File: config.mk
export PLATFORM = sky130hd
export DESIGN_NAME = pe_config_top
export DESIGN_NICKNAME = d
export VERILOG_FILES = /design/src/rtl/pe_cfg_pkg.sv /design/src/rtl/stage_ctrl.sv /design/src/rtl/prd_seq.sv /design/src/rtl/prd_schedule.sv /design/src/rtl/issue_skew.sv /design/src/rtl/pe_config_top.sv
export SDC_FILE = /design/constraint.sdc
export NUM_CORES = 1
export LEC_CHECK = 0
export ABC_CLOCK_PERIOD_IN_PS = 4350
export BUFFER_PORTS_ARGS = -buffer_cell sky130_fd_sc_hd__buf_2
export CORE_MARGIN = 2
export CORE_UTILIZATION = 49
export CTS_BUF_LIST = sky130_fd_sc_hd__clkbuf_16
export CTS_CLUSTER_DIAMETER = 100
export CTS_CLUSTER_SIZE = 20
export DETAILED_ROUTE_END_ITERATION = 6
export HOLD_SLACK_MARGIN = 0.02
export PLACE_DENSITY_LB_ADDON = 0.1
export SKIP_CTS_REPAIR_TIMING = 1
export SLEW_MARGIN = 25
export SYNTH_ARGS = -nofsm -noshare
export SYNTH_HDL_FRONTEND = slang
export SYNTH_HIERARCHICAL = 1
export SYNTH_SLANG_ARGS = --single-unit
File: constraint.sdc
create_clock -name clk -period 4.35 [get_ports clk]
set_clock_uncertainty 0.2 [all_clocks]
set_input_delay 0.2175 -clock clk [delete_from_list [all_inputs] [get_ports clk]]
set_output_delay 0.2175 -clock clk [all_outputs]
set_load 0.01 [all_outputs]
File: src/rtl/pe_cfg_pkg.sv
package pe_cfg_pkg;

  // one-hot so the host requests a stage by its bit
  typedef enum logic [2:0] {
    STAGE_IDLE = 3'b000,
    STAGE_PRD  = 3'b001,
    STAGE_NEW  = 3'b010,
    STAGE_UPD  = 3'b100
  } stage_e;

  // stage_rdy levels seen by the host
  localparam logic [2:0] RDY_BUSY  = 3'b000;
  localparam logic [2:0] RDY_READY = 3'b111;

  typedef enum logic [3:0] {
    PRD_IDLE      = 4'b0000,
    PRD_NONLINEAR = 4'b0001,
    PRD_1         = 4'b0010,
    PRD_2         = 4'b0100
  } prd_e;

  // source of the PE M input
  typedef enum logic [1:0] {
    M_SRC_NONE = 2'b00,
    M_SRC_TB   = 2'b01
  } m_src_e;

  localparam int TB_ADDR_W = 12;

  typedef struct packed {
    logic                 en;
    logic                 we;
    logic [TB_ADDR_W-1:0] addr;
  } tb_cmd_t;

  // temp bank layout, one row per address
  localparam logic [TB_ADDR_W-1:0] F_XI   = 12'd0;
  localparam logic [TB_ADDR_W-1:0] F_XI_T = 12'd3;
  localparam logic [TB_ADDR_W-1:0] T_COV  = 12'd6;
  localparam logic [TB_ADDR_W-1:0] F_COV  = 12'd9;
  localparam logic [TB_ADDR_W-1:0] M_T    = 12'd12;

  // phase boundaries on the shared count
  localparam logic [TB_ADDR_W-1:0] PRD_2_START = 12'd18;
  localparam logic [TB_ADDR_W-1:0] PRD_END     = 12'd35;

  localparam int MAT_N        = 3;
  localparam int NEW_TO_PE_IN = 4;
  localparam int ADDER_TO_NEW = 1;

  function automatic tb_cmd_t tb_rd(input logic [TB_ADDR_W-1:0] addr);
    tb_rd = '{en: 1'b1, we: 1'b0, addr: addr};
  endfunction

  function automatic tb_cmd_t tb_wr(input logic [TB_ADDR_W-1:0] addr);
    tb_wr = '{en: 1'b1, we: 1'b1, addr: addr};
  endfunction

endpackage

File: src/rtl/stage_ctrl.sv
`timescale 1ns/1ps

module stage_ctrl
  import pe_cfg_pkg::*;
(
  input  logic       clk,
  input  logic       sys_rst,
  input  stage_e     stage_val,
  input  logic       prd_done,
  output stage_e     stage,
  output logic [2:0] stage_rdy,
  output logic       stage_err
);

  logic [2:0] req;

  // a request only counts while ready is shown
  assign req = stage_val & stage_rdy;

  always_ff @(posedge clk) begin
    if (sys_rst) begin
      stage     <= STAGE_IDLE;
      stage_err <= 1'b0;
    end else begin
      case (stage)
        STAGE_IDLE: begin
          case (req)
            3'b000: begin
              stage <= STAGE_IDLE;
            end
            STAGE_PRD, STAGE_NEW, STAGE_UPD: begin
              stage <= stage_e'(req);
            end
            // more than one bit set, stay idle and flag it
            default: begin
              stage_err <= 1'b1;
            end
          endcase
        end
        STAGE_PRD: begin
          if (prd_done) begin
            stage <= STAGE_IDLE;
          end
        end
        // new and update carry no work, back out next cycle
        default: begin
          stage <= STAGE_IDLE;
        end
      endcase
    end
  end

  always_ff @(posedge clk) begin
    if (sys_rst) begin
      stage_rdy <= RDY_READY;
    end else begin
      stage_rdy <= (stage == STAGE_IDLE) ? RDY_READY : RDY_BUSY;
    end
  end

endmodule

File: src/rtl/prd_seq.sv
`timescale 1ns/1ps

module prd_seq
  import pe_cfg_pkg::*;
(
  input  logic                 clk,
  input  logic                 sys_rst,
  input  stage_e               stage,
  input  logic                 nonlinear_start_val,
  input  logic                 nonlinear_done_rdy,
  output logic                 nonlinear_start_rdy,
  output logic                 nonlinear_done_val,
  output prd_e                 phase,
  output logic [TB_ADDR_W-1:0] count,
  output logic                 prd_done
);

  logic start_xfer;
  logic done_xfer;

  assign start_xfer = nonlinear_start_rdy & nonlinear_start_val;
  assign done_xfer  = nonlinear_done_val & nonlinear_done_rdy;

  // last cycle of PRD_2
  assign prd_done = (phase == PRD_2) && (count == PRD_END);

  always_ff @(posedge clk) begin
    if (sys_rst) begin
      phase <= PRD_IDLE;
    end else if (stage != STAGE_PRD) begin
      phase <= PRD_IDLE;
    end else begin
      case (phase)
        PRD_IDLE: begin
          if (start_xfer) begin
            phase <= PRD_NONLINEAR;
          end
        end
        PRD_NONLINEAR: begin
          if (done_xfer) begin
            phase <= PRD_1;
          end
        end
        PRD_1: begin
          if (count == PRD_2_START - 1'b1) begin
            phase <= PRD_2;
          end
        end
        PRD_2: begin
          if (prd_done) begin
            phase <= PRD_IDLE;
          end
        end
        default: begin
          phase <= PRD_IDLE;
        end
      endcase
    end
  end

  // counts only through the two scheduled phases
  always_ff @(posedge clk) begin
    if (sys_rst) begin
      count <= '0;
    end else if ((phase == PRD_1) || ((phase == PRD_2) && !prd_done)) begin
      count <= count + 1'b1;
    end else begin
      count <= '0;
    end
  end

  // levels follow the phase, dropped right after their transfer
  always_ff @(posedge clk) begin
    if (sys_rst) begin
      nonlinear_start_rdy <= 1'b0;
      nonlinear_done_val  <= 1'b0;
    end else begin
      nonlinear_start_rdy <= (stage == STAGE_PRD) && (phase == PRD_IDLE) && !start_xfer;
      nonlinear_done_val  <= (phase == PRD_NONLINEAR) && !done_xfer;
    end
  end

endmodule

File: src/rtl/prd_schedule.sv
`timescale 1ns/1ps

module prd_schedule
  import pe_cfg_pkg::*;
#(
  parameter int LANES = 4
) (
  input  logic                 clk,
  input  logic                 sys_rst,
  input  prd_e                 phase,
  input  logic [TB_ADDR_W-1:0] count,
  output logic [LANES-1:0]     a_in_en,
  output logic [LANES-1:0]     b_in_en,
  output logic [LANES-1:0]     m_in_en,
  output logic [LANES-1:0]     c_out_en,
  output m_src_e               m_src,
  output tb_cmd_t              tb_a_cmd,
  output tb_cmd_t              tb_b_cmd,
  output logic                 new_cal_en,
  output logic                 new_cal_done
);

  // only MAT_N lanes hold the 3x3 operands
  localparam logic [LANES-1:0] MAT_LANES = LANES'((1 << MAT_N) - 1);

  // extra accumulate cycles after the last operand enters the PE
  localparam int PE_DRAIN = 2;

  localparam logic [TB_ADDR_W-1:0] RUN_N  = TB_ADDR_W'(MAT_N);
  localparam logic [TB_ADDR_W-1:0] SLOT_N = TB_ADDR_W'(2 * MAT_N);
  localparam logic [TB_ADDR_W-1:0] WB_1   =
    TB_ADDR_W'(NEW_TO_PE_IN + MAT_N + PE_DRAIN + ADDER_TO_NEW);
  localparam logic [TB_ADDR_W-1:0] WB_2   = PRD_2_START + WB_1;
  localparam logic [TB_ADDR_W-1:0] M_RD   = PRD_2_START + TB_ADDR_W'(MAT_N + 1);
  localparam logic [TB_ADDR_W-1:0] CAL_1  = TB_ADDR_W'(NEW_TO_PE_IN);
  localparam logic [TB_ADDR_W-1:0] CAL_2  = PRD_2_START + CAL_1;

  // offsets from each window start, wrap high when before it
  logic [TB_ADDR_W-1:0] rel_rd2;
  logic [TB_ADDR_W-1:0] rel_wb1;
  logic [TB_ADDR_W-1:0] rel_wb2;
  logic [TB_ADDR_W-1:0] rel_m;
  logic [TB_ADDR_W-1:0] rel_cal1;
  logic [TB_ADDR_W-1:0] rel_cal2;

  logic [LANES-1:0] a_en_nxt;
  logic [LANES-1:0] b_en_nxt;
  logic [LANES-1:0] m_en_nxt;
  logic [LANES-1:0] c_en_nxt;
  m_src_e           m_src_nxt;
  tb_cmd_t          a_cmd_nxt;
  tb_cmd_t          b_cmd_nxt;
  logic             cal_en_nxt;
  logic             cal_done_nxt;

  assign rel_rd2  = count - PRD_2_START;
  assign rel_wb1  = count - WB_1;
  assign rel_wb2  = count - WB_2;
  assign rel_m    = count - M_RD;
  assign rel_cal1 = count - CAL_1;
  assign rel_cal2 = count - CAL_2;

  always_comb begin
    a_en_nxt     = '0;
    b_en_nxt     = '0;
    m_en_nxt     = '0;
    c_en_nxt     = '0;
    m_src_nxt    = M_SRC_NONE;
    a_cmd_nxt    = '0;
    b_cmd_nxt    = '0;
    cal_en_nxt   = 1'b0;
    cal_done_nxt = 1'b0;
    case (phase)
      // F_xi * t_cov into F_cov
      PRD_1: begin
        a_en_nxt = MAT_LANES;
        b_en_nxt = MAT_LANES;
        c_en_nxt = MAT_LANES;
        if (count < RUN_N) begin
          a_cmd_nxt = tb_rd(F_XI + count);
          b_cmd_nxt = tb_rd(T_COV + count);
        end else if ((rel_wb1 < SLOT_N) && !rel_wb1[0]) begin
          // one result row every other cycle
          b_cmd_nxt = tb_wr(F_COV + (rel_wb1 >> 1));
        end
        cal_en_nxt   = (rel_cal1 < RUN_N);
        cal_done_nxt = (rel_cal1 == RUN_N);
      end
      // F_cov * F_xi_T plus M into t_cov
      PRD_2: begin
        a_en_nxt  = MAT_LANES;
        b_en_nxt  = MAT_LANES;
        m_en_nxt  = MAT_LANES;
        c_en_nxt  = MAT_LANES;
        m_src_nxt = M_SRC_TB;
        if (rel_rd2 < RUN_N) begin
          a_cmd_nxt = tb_rd(F_COV + rel_rd2);
          b_cmd_nxt = tb_rd(F_XI_T + rel_rd2);
        end else if ((rel_m < SLOT_N) && !rel_m[0]) begin
          // M rows come in on port A
          a_cmd_nxt = tb_rd(M_T + (rel_m >> 1));
        end else if ((rel_wb2 < SLOT_N) && !rel_wb2[0]) begin
          b_cmd_nxt = tb_wr(T_COV + (rel_wb2 >> 1));
        end
        cal_en_nxt   = (rel_cal2 < RUN_N);
        cal_done_nxt = (rel_cal2 == RUN_N);
      end
      default: begin
      end
    endcase
  end

  always_ff @(posedge clk) begin
    if (sys_rst) begin
      a_in_en      <= '0;
      b_in_en      <= '0;
      m_in_en      <= '0;
      c_out_en     <= '0;
      m_src        <= M_SRC_NONE;
      tb_a_cmd     <= '0;
      tb_b_cmd     <= '0;
      new_cal_en   <= 1'b0;
      new_cal_done <= 1'b0;
    end else begin
      a_in_en      <= a_en_nxt;
      b_in_en      <= b_en_nxt;
      m_in_en      <= m_en_nxt;
      c_out_en     <= c_en_nxt;
      m_src        <= m_src_nxt;
      tb_a_cmd     <= a_cmd_nxt;
      tb_b_cmd     <= b_cmd_nxt;
      new_cal_en   <= cal_en_nxt;
      new_cal_done <= cal_done_nxt;
    end
  end

endmodule

File: src/rtl/issue_skew.sv
`timescale 1ns/1ps

module issue_skew
  import pe_cfg_pkg::*;
#(
  parameter int LANES      = 4,
  parameter int SKEW_DEPTH = 4
) (
  input  logic                       clk,
  input  logic                       sys_rst,
  input  tb_cmd_t                    tb_a_cmd,
  input  tb_cmd_t                    tb_b_cmd,
  input  m_src_e                     m_src,
  output logic [LANES-1:0]           tb_ena,
  output logic [LANES-1:0]           tb_wea,
  output logic [LANES-1:0]           tb_enb,
  output logic [LANES-1:0]           tb_web,
  output logic [LANES*TB_ADDR_W-1:0] tb_addra,
  output logic [LANES*TB_ADDR_W-1:0] tb_addrb,
  output logic [2*LANES-1:0]         m_in_sel
);

  // tap k feeds lane k, one cycle later per lane
  tb_cmd_t a_tap [SKEW_DEPTH];
  tb_cmd_t b_tap [SKEW_DEPTH];
  m_src_e  m_tap [SKEW_DEPTH];

  always_ff @(posedge clk) begin
    if (sys_rst) begin
      for (int i = 0; i < SKEW_DEPTH; i++) begin
        a_tap[i] <= '0;
        b_tap[i] <= '0;
        m_tap[i] <= M_SRC_NONE;
      end
    end else begin
      a_tap[0] <= tb_a_cmd;
      b_tap[0] <= tb_b_cmd;
      m_tap[0] <= m_src;
      for (int i = 1; i < SKEW_DEPTH; i++) begin
        a_tap[i] <= a_tap[i-1];
        b_tap[i] <= b_tap[i-1];
        m_tap[i] <= m_tap[i-1];
      end
    end
  end

  // flatten taps onto the per-lane bank ports
  for (genvar k = 0; k < LANES; k++) begin : g_lane
    assign tb_ena[k] = a_tap[k].en;
    assign tb_wea[k] = a_tap[k].we;
    assign tb_enb[k] = b_tap[k].en;
    assign tb_web[k] = b_tap[k].we;
    assign tb_addra[k*TB_ADDR_W +: TB_ADDR_W] = a_tap[k].addr;
    assign tb_addrb[k*TB_ADDR_W +: TB_ADDR_W] = b_tap[k].addr;
    assign m_in_sel[k*2 +: 2] = m_tap[k];
  end

endmodule

File: src/rtl/pe_config_top.sv
`timescale 1ns/1ps

module pe_config_top
  import pe_cfg_pkg::*;
#(
  parameter int LANES      = 4,
  parameter int SKEW_DEPTH = 4
) (
  input  logic                       clk,
  input  logic                       sys_rst,
  // host stage handshake
  input  logic [2:0]                 stage_val,
  output logic [2:0]                 stage_rdy,
  output logic                       stage_err,
  // nonlinear unit
  input  logic                       nonlinear_start_val,
  output logic                       nonlinear_start_rdy,
  output logic                       nonlinear_done_val,
  input  logic                       nonlinear_done_rdy,
  // PE array controls
  output logic [LANES-1:0]           a_in_en,
  output logic [LANES-1:0]           b_in_en,
  output logic [LANES-1:0]           m_in_en,
  output logic [LANES-1:0]           c_out_en,
  output logic [2*LANES-1:0]         m_in_sel,
  // temp bank ports
  output logic [LANES-1:0]           tb_ena,
  output logic [LANES-1:0]           tb_wea,
  output logic [LANES*TB_ADDR_W-1:0] tb_addra,
  output logic [LANES-1:0]           tb_enb,
  output logic [LANES-1:0]           tb_web,
  output logic [LANES*TB_ADDR_W-1:0] tb_addrb,
  output logic                       new_cal_en,
  output logic                       new_cal_done
);

  stage_e               stage;
  logic                 prd_done;
  prd_e                 phase;
  logic [TB_ADDR_W-1:0] count;
  m_src_e               m_src;
  tb_cmd_t              tb_a_cmd;
  tb_cmd_t              tb_b_cmd;

  stage_ctrl u_stage_ctrl (
    .clk       (clk),
    .sys_rst   (sys_rst),
    .stage_val (stage_e'(stage_val)),
    .prd_done  (prd_done),
    .stage     (stage),
    .stage_rdy (stage_rdy),
    .stage_err (stage_err)
  );

  prd_seq u_prd_seq (
    .clk                 (clk),
    .sys_rst             (sys_rst),
    .stage               (stage),
    .nonlinear_start_val (nonlinear_start_val),
    .nonlinear_done_rdy  (nonlinear_done_rdy),
    .nonlinear_start_rdy (nonlinear_start_rdy),
    .nonlinear_done_val  (nonlinear_done_val),
    .phase               (phase),
    .count               (count),
    .prd_done            (prd_done)
  );

  prd_schedule #(
    .LANES (LANES)
  ) u_prd_schedule (
    .clk          (clk),
    .sys_rst      (sys_rst),
    .phase        (phase),
    .count        (count),
    .a_in_en      (a_in_en),
    .b_in_en      (b_in_en),
    .m_in_en      (m_in_en),
    .c_out_en     (c_out_en),
    .m_src        (m_src),
    .tb_a_cmd     (tb_a_cmd),
    .tb_b_cmd     (tb_b_cmd),
    .new_cal_en   (new_cal_en),
    .new_cal_done (new_cal_done)
  );

  issue_skew #(
    .LANES      (LANES),
    .SKEW_DEPTH (SKEW_DEPTH)
  ) u_issue_skew (
    .clk      (clk),
    .sys_rst  (sys_rst),
    .tb_a_cmd (tb_a_cmd),
    .tb_b_cmd (tb_b_cmd),
    .m_src    (m_src),
    .tb_ena   (tb_ena),
    .tb_wea   (tb_wea),
    .tb_enb   (tb_enb),
    .tb_web   (tb_web),
    .tb_addra (tb_addra),
    .tb_addrb (tb_addrb),
    .m_in_sel (m_in_sel)
  );

endmodule

**Word level (Yosys, flattened, before mapping)**

Memory sizes are Yosys's and may differ from the RTL's.
Index checks and enable logic that the tools add are counted.
W data, S select, Z words.

- Input port bits: 7
- Memories: 3
- Bits in writable memories: 120
- Output and inout bits: 144
- Bits in latches: 0
- ROM bits: 0
- Word-level logic and storage cells: 140
- Register bits after elaboration: 65

Memories:

| name | words | bits a word | rd ports | clocked after Yosys merged registers in | write ports | RTL line | text |
|---|---|---|---|---|---|---|---|
| u_issue_skew.a_tap | 4 | 14 | 4 | 0 | 4 | issue_skew.sv:24 | `tb_cmd_t a_tap [SKEW_DEPTH];` |
| u_issue_skew.b_tap | 4 | 14 | 4 | 0 | 4 | issue_skew.sv:25 | `tb_cmd_t b_tap [SKEW_DEPTH];` |
| u_issue_skew.m_tap | 4 | 2 | 4 | 0 | 4 | issue_skew.sv:26 | `m_src_e m_tap [SKEW_DEPTH];` |

- Reductions and logical operators: 26
- Equal/unequal tests: 18
- $mul: 0
- Magnitude comparators: 7
- Div/mod/pow operators: 0
- Shift-type cells: 0
- Bitwise operators: 17
- Multiplexer cells: 39
- $add $sub $neg: 12

Operator list:

| operator | count |
|---|---|
| $mux W14 | 16 |
| $pmux W14 S2 | 2 |
| $lt A12 B2 Y1 const B | 4 |
| $lt A12 B3 Y1 const B | 3 |
| $sub A12 B5 Y12 const B | 3 |
| $add A4 B11 Y12 const A | 2 |
| $eq A12 B2 Y1 const B | 2 |
| $mux W4 | 4 |
| $pmux W4 S4 | 1 |
| $add A12 B1 Y12 const B | 1 |
| $add A2 B12 Y12 const A | 1 |
| $add A3 B11 Y12 const A | 1 |
| $add A3 B12 Y12 const A | 1 |
| $add A4 B12 Y12 const A | 1 |
| $eq A12 B5 Y1 const B | 1 |
| $eq A12 B6 Y1 const B | 1 |
| $mux W3 | 4 |
| $or A1 B1 Y1 | 12 |
| $pmux W3 S2 | 2 |
| $sub A12 B3 Y12 const B | 1 |
| $sub A12 B4 Y12 const B | 1 |
| $logic_and A1 B1 Y1 | 8 |
| $mux W2 | 4 |
| $eq A3 B1 Y1 const B | 2 |
| other kinds (23) | 41 |

**Logic depth before layout (Yosys ltp)**

Gate-level depths: netlist (run 1).

- Depth in word-level cells: 7
- Depth in mapped cells: 11
- Mapped depth without buffers: 9

**Cells and area by module**

Netlist (run 1), hierarchy kept.

Modules (own cells, without submodules):

| module | area each (sq um) | cells each | instances | seq. area each (sq um) |
|---|---|---|---|---|
| issue_skew | 3220.6 | 253 | 1 | 2402.3 |
| prd_schedule | 2334.7 | 273 | 1 | 620.6 |
| prd_seq | 845.8 | 90 | 1 | 340.3 |
| stage_ctrl | 212.7 | 20 | 1 | 100.1 |

**Worst setup path before layout (run 1)**

No wires, ideal clock.

- Path type: flip-flop to flip-flop
- Start point: register u_prd_seq.count[1]
- End point: register, netlist name u_prd_schedule/tb_a_cmd[1]
- Stages on the path, launching flop included: 12
- Data required time: 4079 ps
- Arrival: 2864 ps
- Clock period less this slack: 3135 ps
- Path slack: 1215 ps
- Path buffers: 2
- Setup time: 71 ps
- Path through: dfxtp_1 -> clkbuf_1 -> clkbuf_1 -> inv_1 -> ha_1 -> nor2b_1 -> o211a_1 -> o21a_1 -> o2111ai_2 -> nand2_1 -> or4_1 -> a21oi_1

- Word-level cells in the longest chain between the ends: 6
- Elaborated cells on any way between the ends: 12
- Classes of those cells: add/sub (4); order compare (3); mux (4); reduce/logical (1)

RTL lines:

| what | RTL line | text |
|---|---|---|
| start: declaration | prd_seq.sv:14 | `output logic [TB_ADDR_W-1:0] count,` |
| start signal: assignment | prd_seq.sv:66 | `count <= count + 1'b1;` |
| $sub A12 B5 Y12 | prd_schedule.sv:59 | `assign rel_m = count - M_RD;` |
| $lt A12 B3 Y1 | prd_schedule.sv:99 | `end else if ((rel_m < SLOT_N) && !rel_m[0]) begin` |
| $logic_and A1 B1 Y1 | prd_schedule.sv:99 |  |
| $mux W14 | prd_schedule.sv:99 |  |
| $mux W14 | prd_schedule.sv:96 | `if (rel_rd2 < RUN_N) begin` |
| $pmux W14 S2 (*) | prd_schedule.sv:73 | `case (phase)` |

Mark *: on every way between the ends. The rest lies on a longest branch, timed or not.
A chain may end at the register's enable or synchronous reset.

**Worst setup path in the final report (run 1)**

- Start point: register u_prd_seq.count[2]
- End point: register, netlist name u_prd_schedule/tb_b_cmd[3]

- Word-level cells in the longest chain between the ends: 7
- Elaborated cells on any way between the ends: 22
- Classes of those cells: add/sub (8); order compare (5); mux (6); reduce/logical (3)

RTL lines:

| what | RTL line | text |
|---|---|---|
| $sub A12 B5 Y12 | prd_schedule.sv:58 | `assign rel_wb2 = count - WB_2;` |
| $lt A12 B3 Y1 | prd_schedule.sv:102 | `end else if ((rel_wb2 < SLOT_N) && !rel_wb2[0]) begin` |
| $logic_and A1 B1 Y1 | prd_schedule.sv:102 |  |
| $mux W14 | prd_schedule.sv:102 |  |
| $mux W14 | prd_schedule.sv:99 |  |
| $mux W14 | prd_schedule.sv:96 |  |
| $pmux W14 S2 (*) | prd_schedule.sv:73 |  |

Marked as above.

==> results.ini, run 1 <==
[status]
status = completed

[place]
gp_congestion = 0.903
post-place-ws_ns = 1.35
dp_cells = 934
io_buffers = 146
hpwl_um = 10500
placed_cell_area_um2 = 7390

[final_layout]
multi_input_area_um2 = 2850
regArea_um2 = 3460
diodes = 0
fillerInstances = 1118
final_util_pct = 61.0
area_growth_pct = 21.7
final_cell_mix = 173 x dfxtp_1, 145 x buf_2, 124 x nor2b_1
fin_nets = 812
final_common_cell = dfxtp_1
fin_area_um2 = 8050
final_cells = 973
drive_gt1_share_pct = 28.6

[setup_path]
cp_num_cells = 9
startpoint = u_prd_seq/count[2]
arrival_ns = 3.22
cp_cell_sequence = inv_1 -> ha_1 -> a21bo_2 -> a2111oi_0 -> o21a_1 -> o2111ai_2 -> nand2b_1 -> o221a_2 -> o22ai_1
cp_top_family = compound AO/OA/AOI/OAI gates
r2r_start = u_prd_seq/count[2]
cp_slowest_cell = a2111oi_0
r2r_cells = 9
critPathCaptureType = flop
cp_data_required_time_ns = 4.48
max_stage_delay_ns = 0.40
setup.worst_path.start_class = flop
crit_fanout = 8
cp.buffers_inverters = 1
worstSetupPathType = flop to flop

[clock_network]
cts_buffer_depth = 2
cts-htree-levels = 4
insertion_delay_ns = 0.42
clk_pin_slew_ns = 0.07
cts_tree = built
clock_sinks = 173
numCtsBuffers = 17
root_buffer = clkbuf_16

[power]
powerDensity_nw_per_um2 = 391
ir_drop_v = 0.000220
totalPowerFinal_mw = 3.15
leakage_nw = 3.55

[die]
start_util_pct = 50.1
dieHeight_um = 120
core_region_area_um2 = 13200
num_rows = 42
ios = 151
die_w_um = 120
die_area_um2 = 14400

[global_route]
first_global_vias = 4357
antenna_found_initial = 0
grt.total_usage_pct = 20.3
grt_overflow = 0
grt_max_degree = 83
grt_pass1_wl_um = 22800

[synthesis]
avgSynthCellArea_um2 = 10.4
synth-seq-cells = 173
ys_async_sr_fraction_pct = 0
ys_seq_area_share_pct = 52.4
netlist_area_um2 = 6610
synth_edf_count = 0
synth_ff_type = dfxtp_1
ys_warn_count = 6
syn-instance-count = 636
yosysUniqueCellTypes = 80

[min_path]
hp-start = sys_rst
hold_path_class = primary input to flop
holdPathStages = 2

[timing]
tns_ns = 0
whs_ns = 0.164
grt_setup_unrepaired = false
slew_viol_final = 0
fmax_ghz = 0.324
min_period_ns = 3.09
hold_viol_final = 0
final.setup.worst_slack_ns = 1.26
period_share_pct = 71.0
tightest_slew_ns = 0.834
setup_viol = 0
maxSlewHeadroom_pct = 44.3

[detailed_routing]
avgViaCountPerCell = 4.98
vias = 4848
dr.pass1.iters = 5
route.detailed.drc = 0
wl_um = 14800
postRouteAntennaNets = 0
wire_per_inst_um = 15.2
drt_iter0_markers = 325

[flow_run]
maxCapViolations = 0

## path summary, 6_finish.rpt
check | endpoint | slack [ns]
setup / recovery | u_prd_schedule/tb_b_cmd[3] | 1.26
hold / removal | u_issue_skew/a_tap[0][54] | 0.16
setup reg to reg | u_prd_schedule/tb_b_cmd[3] | 1.26
hold reg to reg | u_issue_skew/b_tap[0][0] | 0.23
## metal layers
metal	vias up	share of wire, %	track usage, %
met3	22	6.1	4.81
li1	2417	-	-
met5	-	0	0
met1	2226	45	25.9
met2	183	47	32.9
met4	0	2.0	8.82
## area by class of cell
| type | instances | share of cell area, % |
|---|---|---|
| multi-input cells | 414 | 35.5 |
| well taps | 176 | 2.74 |
| clock inverters | 15 | 1.94 |
| inverters | 17 | 0.793 |
| flip-flops and latches | 173 | 43.0 |
| repair buffers | 161 | 10.7 |
| clock buffers | 17 | 5.29 |
## cell families (layout without fill, tap and decap cells)
kind of cell | after synthesis | after routing | share of synthesized area [%]
mux | 3 | 3 | 0.473
compound gates | 76 | 76 | 8.97
simple gates | 271 | 271 | 25.4
fa+ha+maj | 22 | 22 | 4.12
flops | 173 | 173 | 52.4
other cells | 2 | 18 | 0.114
buf+inv | 65 | 210 | 5.39
xor+xnor | 24 | 24 | 3.18
## sequential cells by signal, indices dropped and copies added (netlist names)
name	flops
u_prd_schedule/m_in_en	1
u_prd_seq/count	12
u_prd_seq/phase	3
u_prd_seq/nonlinear_start_rdy	1
u_issue_skew/m_tap	8
u_prd_seq/nonlinear_done_val	1
u_prd_schedule/new_cal_done	1
u_issue_skew/b_tap	56
u_stage_ctrl/stage_rdy	1
u_prd_schedule/tb_a_cmd	13
u_stage_ctrl/stage	3
u_issue_skew/a_tap	56
u_prd_schedule/new_cal_en	1
u_prd_schedule/c_out_en	1
u_stage_ctrl/stage_err	1
u_prd_schedule/tb_b_cmd	14
## cells in the mapped netlist, types with 8 or more instances
master | count | area share, %
ha_1 | 21 | 4.0
dfxtp_1 | 173 | 52
nor2_1 | 28 | 1.6
nor2b_1 | 124 | 12
nand2_1 | 23 | 1.3
xnor2_1 | 18 | 2.4
buf_4 | 22 | 2.5
inv_1 | 15 | 0.85
nor2_2 | 9 | 0.85
nand3_1 | 10 | 0.76
a21oi_1 | 17 | 1.3
buf_2 | 18 | 1.4
nand4_1 | 9 | 0.85
nor3_1 | 8 | 0.61
## report_power, final
part / internal (mW) / switching (mW) / total, mW
Clock: 0.809 / 0.639 / 1.45
Sequential: 1.61 / 0.0105 / 1.62
Combinational: 0.0333 / 0.0487 / 0.0820
Total: 2.45 / 0.698 / 3.15
Power figures use the tool's default switching activity.
==> run 2, diff against run 1 <==
--- a/config.mk
+++ b/config.mk
@@ -5,7 +5,8 @@
 export SDC_FILE = /design/constraint.sdc
 export NUM_CORES = 1
 export LEC_CHECK = 0
-export ABC_CLOCK_PERIOD_IN_PS = 4350
+export ABC_AREA = 1
+export ABC_CLOCK_PERIOD_IN_PS = 3100
 export BUFFER_PORTS_ARGS = -buffer_cell sky130_fd_sc_hd__buf_2
 export CORE_MARGIN = 2
 export CORE_UTILIZATION = 49
==> constraint.sdc (replaced) <==
create_clock -name clk -period 3.1 [get_ports clk]
set_clock_uncertainty 0.2 [all_clocks]
set_input_delay 0.155 -clock clk [delete_from_list [all_inputs] [get_ports clk]]
set_output_delay 0.155 -clock clk [all_outputs]
set_load 0.01 [all_outputs]
==> run 2 against run 1 <==
  * Sequential power grew 40%
  * Register-to-register slack lost 0.68 ns
  * Utilization down 0.86 points
  * Cell area rose by 9.5%
  * Critical endpoint is now u_prd_schedule/tb_b_cmd[2]
  * Highest routed layer unchanged
==> results.ini, run 2 <==
[detailed_routing]
avgViaCountPerCell = 4.49  ; was 4.98
drt_iter0_markers = 351  ; was 325
postRouteAntennaNets = 0  ; unchanged
wire_per_inst_um = 12.2  ; was 15.2 um
vias = 5913  ; was 4848
dr.pass1.iters = 6  ; was 5
route.detailed.drc = 0  ; unchanged
wl_um = 16100  ; was 14800 um

[place]
placed_cell_area_um2 = 8140  ; was 7390 um2
dp_cells = 1277  ; was 934
hpwl_um = 11900  ; was 10500 um
gp_congestion = 1.01  ; was 0.903
io_buffers = 146  ; unchanged

[clock_network]
insertion_delay_ns = 0.42  ; about the same
cts_buffer_depth = 2  ; unchanged
cts-htree-levels = 4  ; unchanged
numCtsBuffers = 17  ; unchanged
root_buffer = clkbuf_16  ; unchanged
clk_pin_slew_ns = 0.07  ; about the same
cts_tree = built  ; unchanged
clock_sinks = 173  ; unchanged

[die]
num_rows = 44  ; was 42
start_util_pct = 50.4  ; was 50.1%
core_region_area_um2 = 14600  ; was 13200 um2
die_area_um2 = 16100  ; was 14400 um2
die_w_um = 127  ; was 120 um
ios = 151  ; unchanged
dieHeight_um = 127  ; was 120 um

[synthesis]
yosysMostFrequentCell = nor2_1  ; was dfxtp_1
synth_area_leaders = dfxtp_1 47%, nor2_1 9.0%, inv_1 8.9%  ; was dfxtp_1 52%, nor2b_1 12%, ha_1 4.0%
avgSynthCellArea_um2 = 7.69  ; was 10.4 um2
yosysUniqueCellTypes = 44  ; was 80
synth_ff_type = dfxtp_1  ; unchanged
netlist_area_um2 = 7380  ; was 6610 um2
synth_common_cells = 177 x nor2_1, 174 x inv_1, 173 x dfxtp_1, 162 x nand2_1, 55 x nand3_1  ; was 173 x dfxtp_1, 124 x nor2b_1, 28 x nor2_1, 23 x nand2_1, 22 x buf_4
ys_warn_count = 6  ; unchanged
syn-instance-count = 959  ; was 636
synth_top_cell_by_area = dfxtp_1  ; unchanged
synth-seq-cells = 173  ; unchanged
synth_edf_count = 0  ; unchanged
ys_seq_area_share_pct = 47.0  ; was 52.4%
ys_async_sr_fraction_pct = 0  ; unchanged
synth_top_area_share_pct = 47.0  ; was 52.4%

[final_layout]
final_cells = 1317  ; was 973
fin_nets = 1148  ; was 812
final_cell_mix = 177 x nor2_1, 176 x inv_1, 173 x dfxtp_1  ; was 173 x dfxtp_1, 145 x buf_2, 124 x nor2b_1
fillerInstances = 1355  ; was 1118
final_common_cell = nor2_1  ; was dfxtp_1
drive_gt1_share_pct = 22.6  ; was 28.6%
reg_top3 = u_issue_skew/a_tap: 56 flops, u_issue_skew/b_tap: 56 flops, u_prd_schedule/tb_b_cmd: 14 flops  ; unchanged
fin_area_um2 = 8810  ; was 8050 um2
area_growth_pct = 19.4  ; was 21.7%
diodes = 0  ; unchanged

[timing]
fmax_ghz = 0.397  ; was 0.324 GHz
period_share_pct = 81.3  ; was 71.0%
setup_viol = 0  ; unchanged
slew_viol_final = 0  ; unchanged
maxSlewHeadroom_pct = 53.7  ; was 44.3%
tightest_slew_ns = 0.694  ; was 0.834 ns
min_period_ns = 2.52  ; was 3.09 ns
grt_setup_unrepaired = false  ; unchanged
tns_ns = 0  ; unchanged
hold_viol_final = 0  ; unchanged

[setup_path]
setup.worst_path.start_class = flop  ; unchanged
worstSetupPathType = flop to flop  ; unchanged
arrival_ns = 2.62  ; was 3.22 ns
crit_fanout = 12  ; was 8
cp_data_required_time_ns = 3.20  ; was 4.48 ns
critPathCaptureType = flop  ; unchanged
startpoint = u_prd_seq/count[2]  ; unchanged
r2r_start = u_prd_seq/count[2]  ; unchanged
r2r_cells = 14  ; was 9

[global_route]
first_global_vias = 5203  ; was 4357
grt_overflow = 0  ; unchanged
grt_pass1_wl_um = 25400  ; was 22800 um
antenna_found_initial = 0  ; unchanged
grt_max_degree = 74  ; was 83
grt.total_usage_pct = 20.0  ; was 20.3%

[power]
powerDensity_nw_per_um2 = 511  ; was 391 nW/um2
ir_drop_v = 0.000333  ; was 0.000220 V
leakage_nw = 4.38  ; was 3.55 nW

[min_path]
holdPathStages = 2  ; unchanged
hp-start = u_prd_schedule/tb_a_cmd[4]  ; was sys_rst
hold_path_class = flop to flop  ; was primary input to flop

[status]
status = completed  ; unchanged

[flow_run]
maxCapViolations = 0  ; unchanged

## run 2: changes by cell type in the layout (fill, tap and decap cells not counted), sizes merged, moves of 9 or more
cell   delta
xnor2    -15
nand2   +151
nor2b   -124
inv     +175
nor2    +154
nor3      +9
nor4      -9
nand3    +50
## run 2: through the flow
step                      util, %  hold WS (ns)  power (mW)  worst slack [ns]
after floorplan                 -        0.0174        2.42             0.641
after global placement       55.6         0.189        2.45             0.627
after detailed placement     55.6         0.192        2.45             0.616
after CTS                    59.6        -0.193        4.54             0.613
after global routing         60.1         0.214        4.68             0.352
final                        60.1         0.196        4.50             0.580
## run 2: area by class of cell
cell class                 instances  area, um2  area share (%)
timing repair buffer             170        933            10.6
inverter                         191        719            8.17
multi-input combinational        567       2880            32.6
clock inverter                    15        160            1.82
clock buffer                      17        425            4.83
tap                              184        230            2.61
sequential                       173       3460            39.3
## run 2: path summary, 6_finish.rpt
| check | end | slack [ns] |
|---|---|---|
| worst max-delay path | u_prd_schedule/tb_b_cmd[2] | 0.58 |
| worst min register to register | u_issue_skew/a_tap[0][4] | 0.20 |
| worst min-delay path | u_issue_skew/a_tap[0][4] | 0.20 |
| worst max register to register | u_prd_schedule/tb_b_cmd[2] | 0.58 |
## run 2: logic make-up (layout without fill, tap and decap cells)
family,after synthesis,count (layout),synth area share (%)
compound gates,42,42,3.38
xor+xnor,17,17,2.02
fa+ha+maj,21,21,3.56
buf+inv,235,393,14.9
flops,173,173,47.0
other cells,2,18,0.102
simple gates,469,469,29.1
## run 2: routing by layer
layer | wire, um | global-route usage [%]
met3 | 936 | 4.77
met5 | 0 | 0
met1 | 7380 | 25.3
met4 | 248 | 6.33
met2 | 7520 | 33.9
## run 2: critical path: stages (launching register included)
cell and delay (ns):
dfxtp_1 0.46, inv_1 0.18, ha_1 0.28, nand2_1 0.15
nand2_1 0.09, nand2_1 0.10, nand2_1 0.08, nand2_1 0.06
nand2_1 0.10, nor2_4 0.15, nand3_4 0.16, nand4_2 0.18
nor2_1 0.06, nor2_1 0.11, nor2_1 0.04
## run 2: power by group
part	switching, mW	internal, mW
clock network	0.890	1.20
logic	0.0851	0.0480
registers	0.0163	2.26
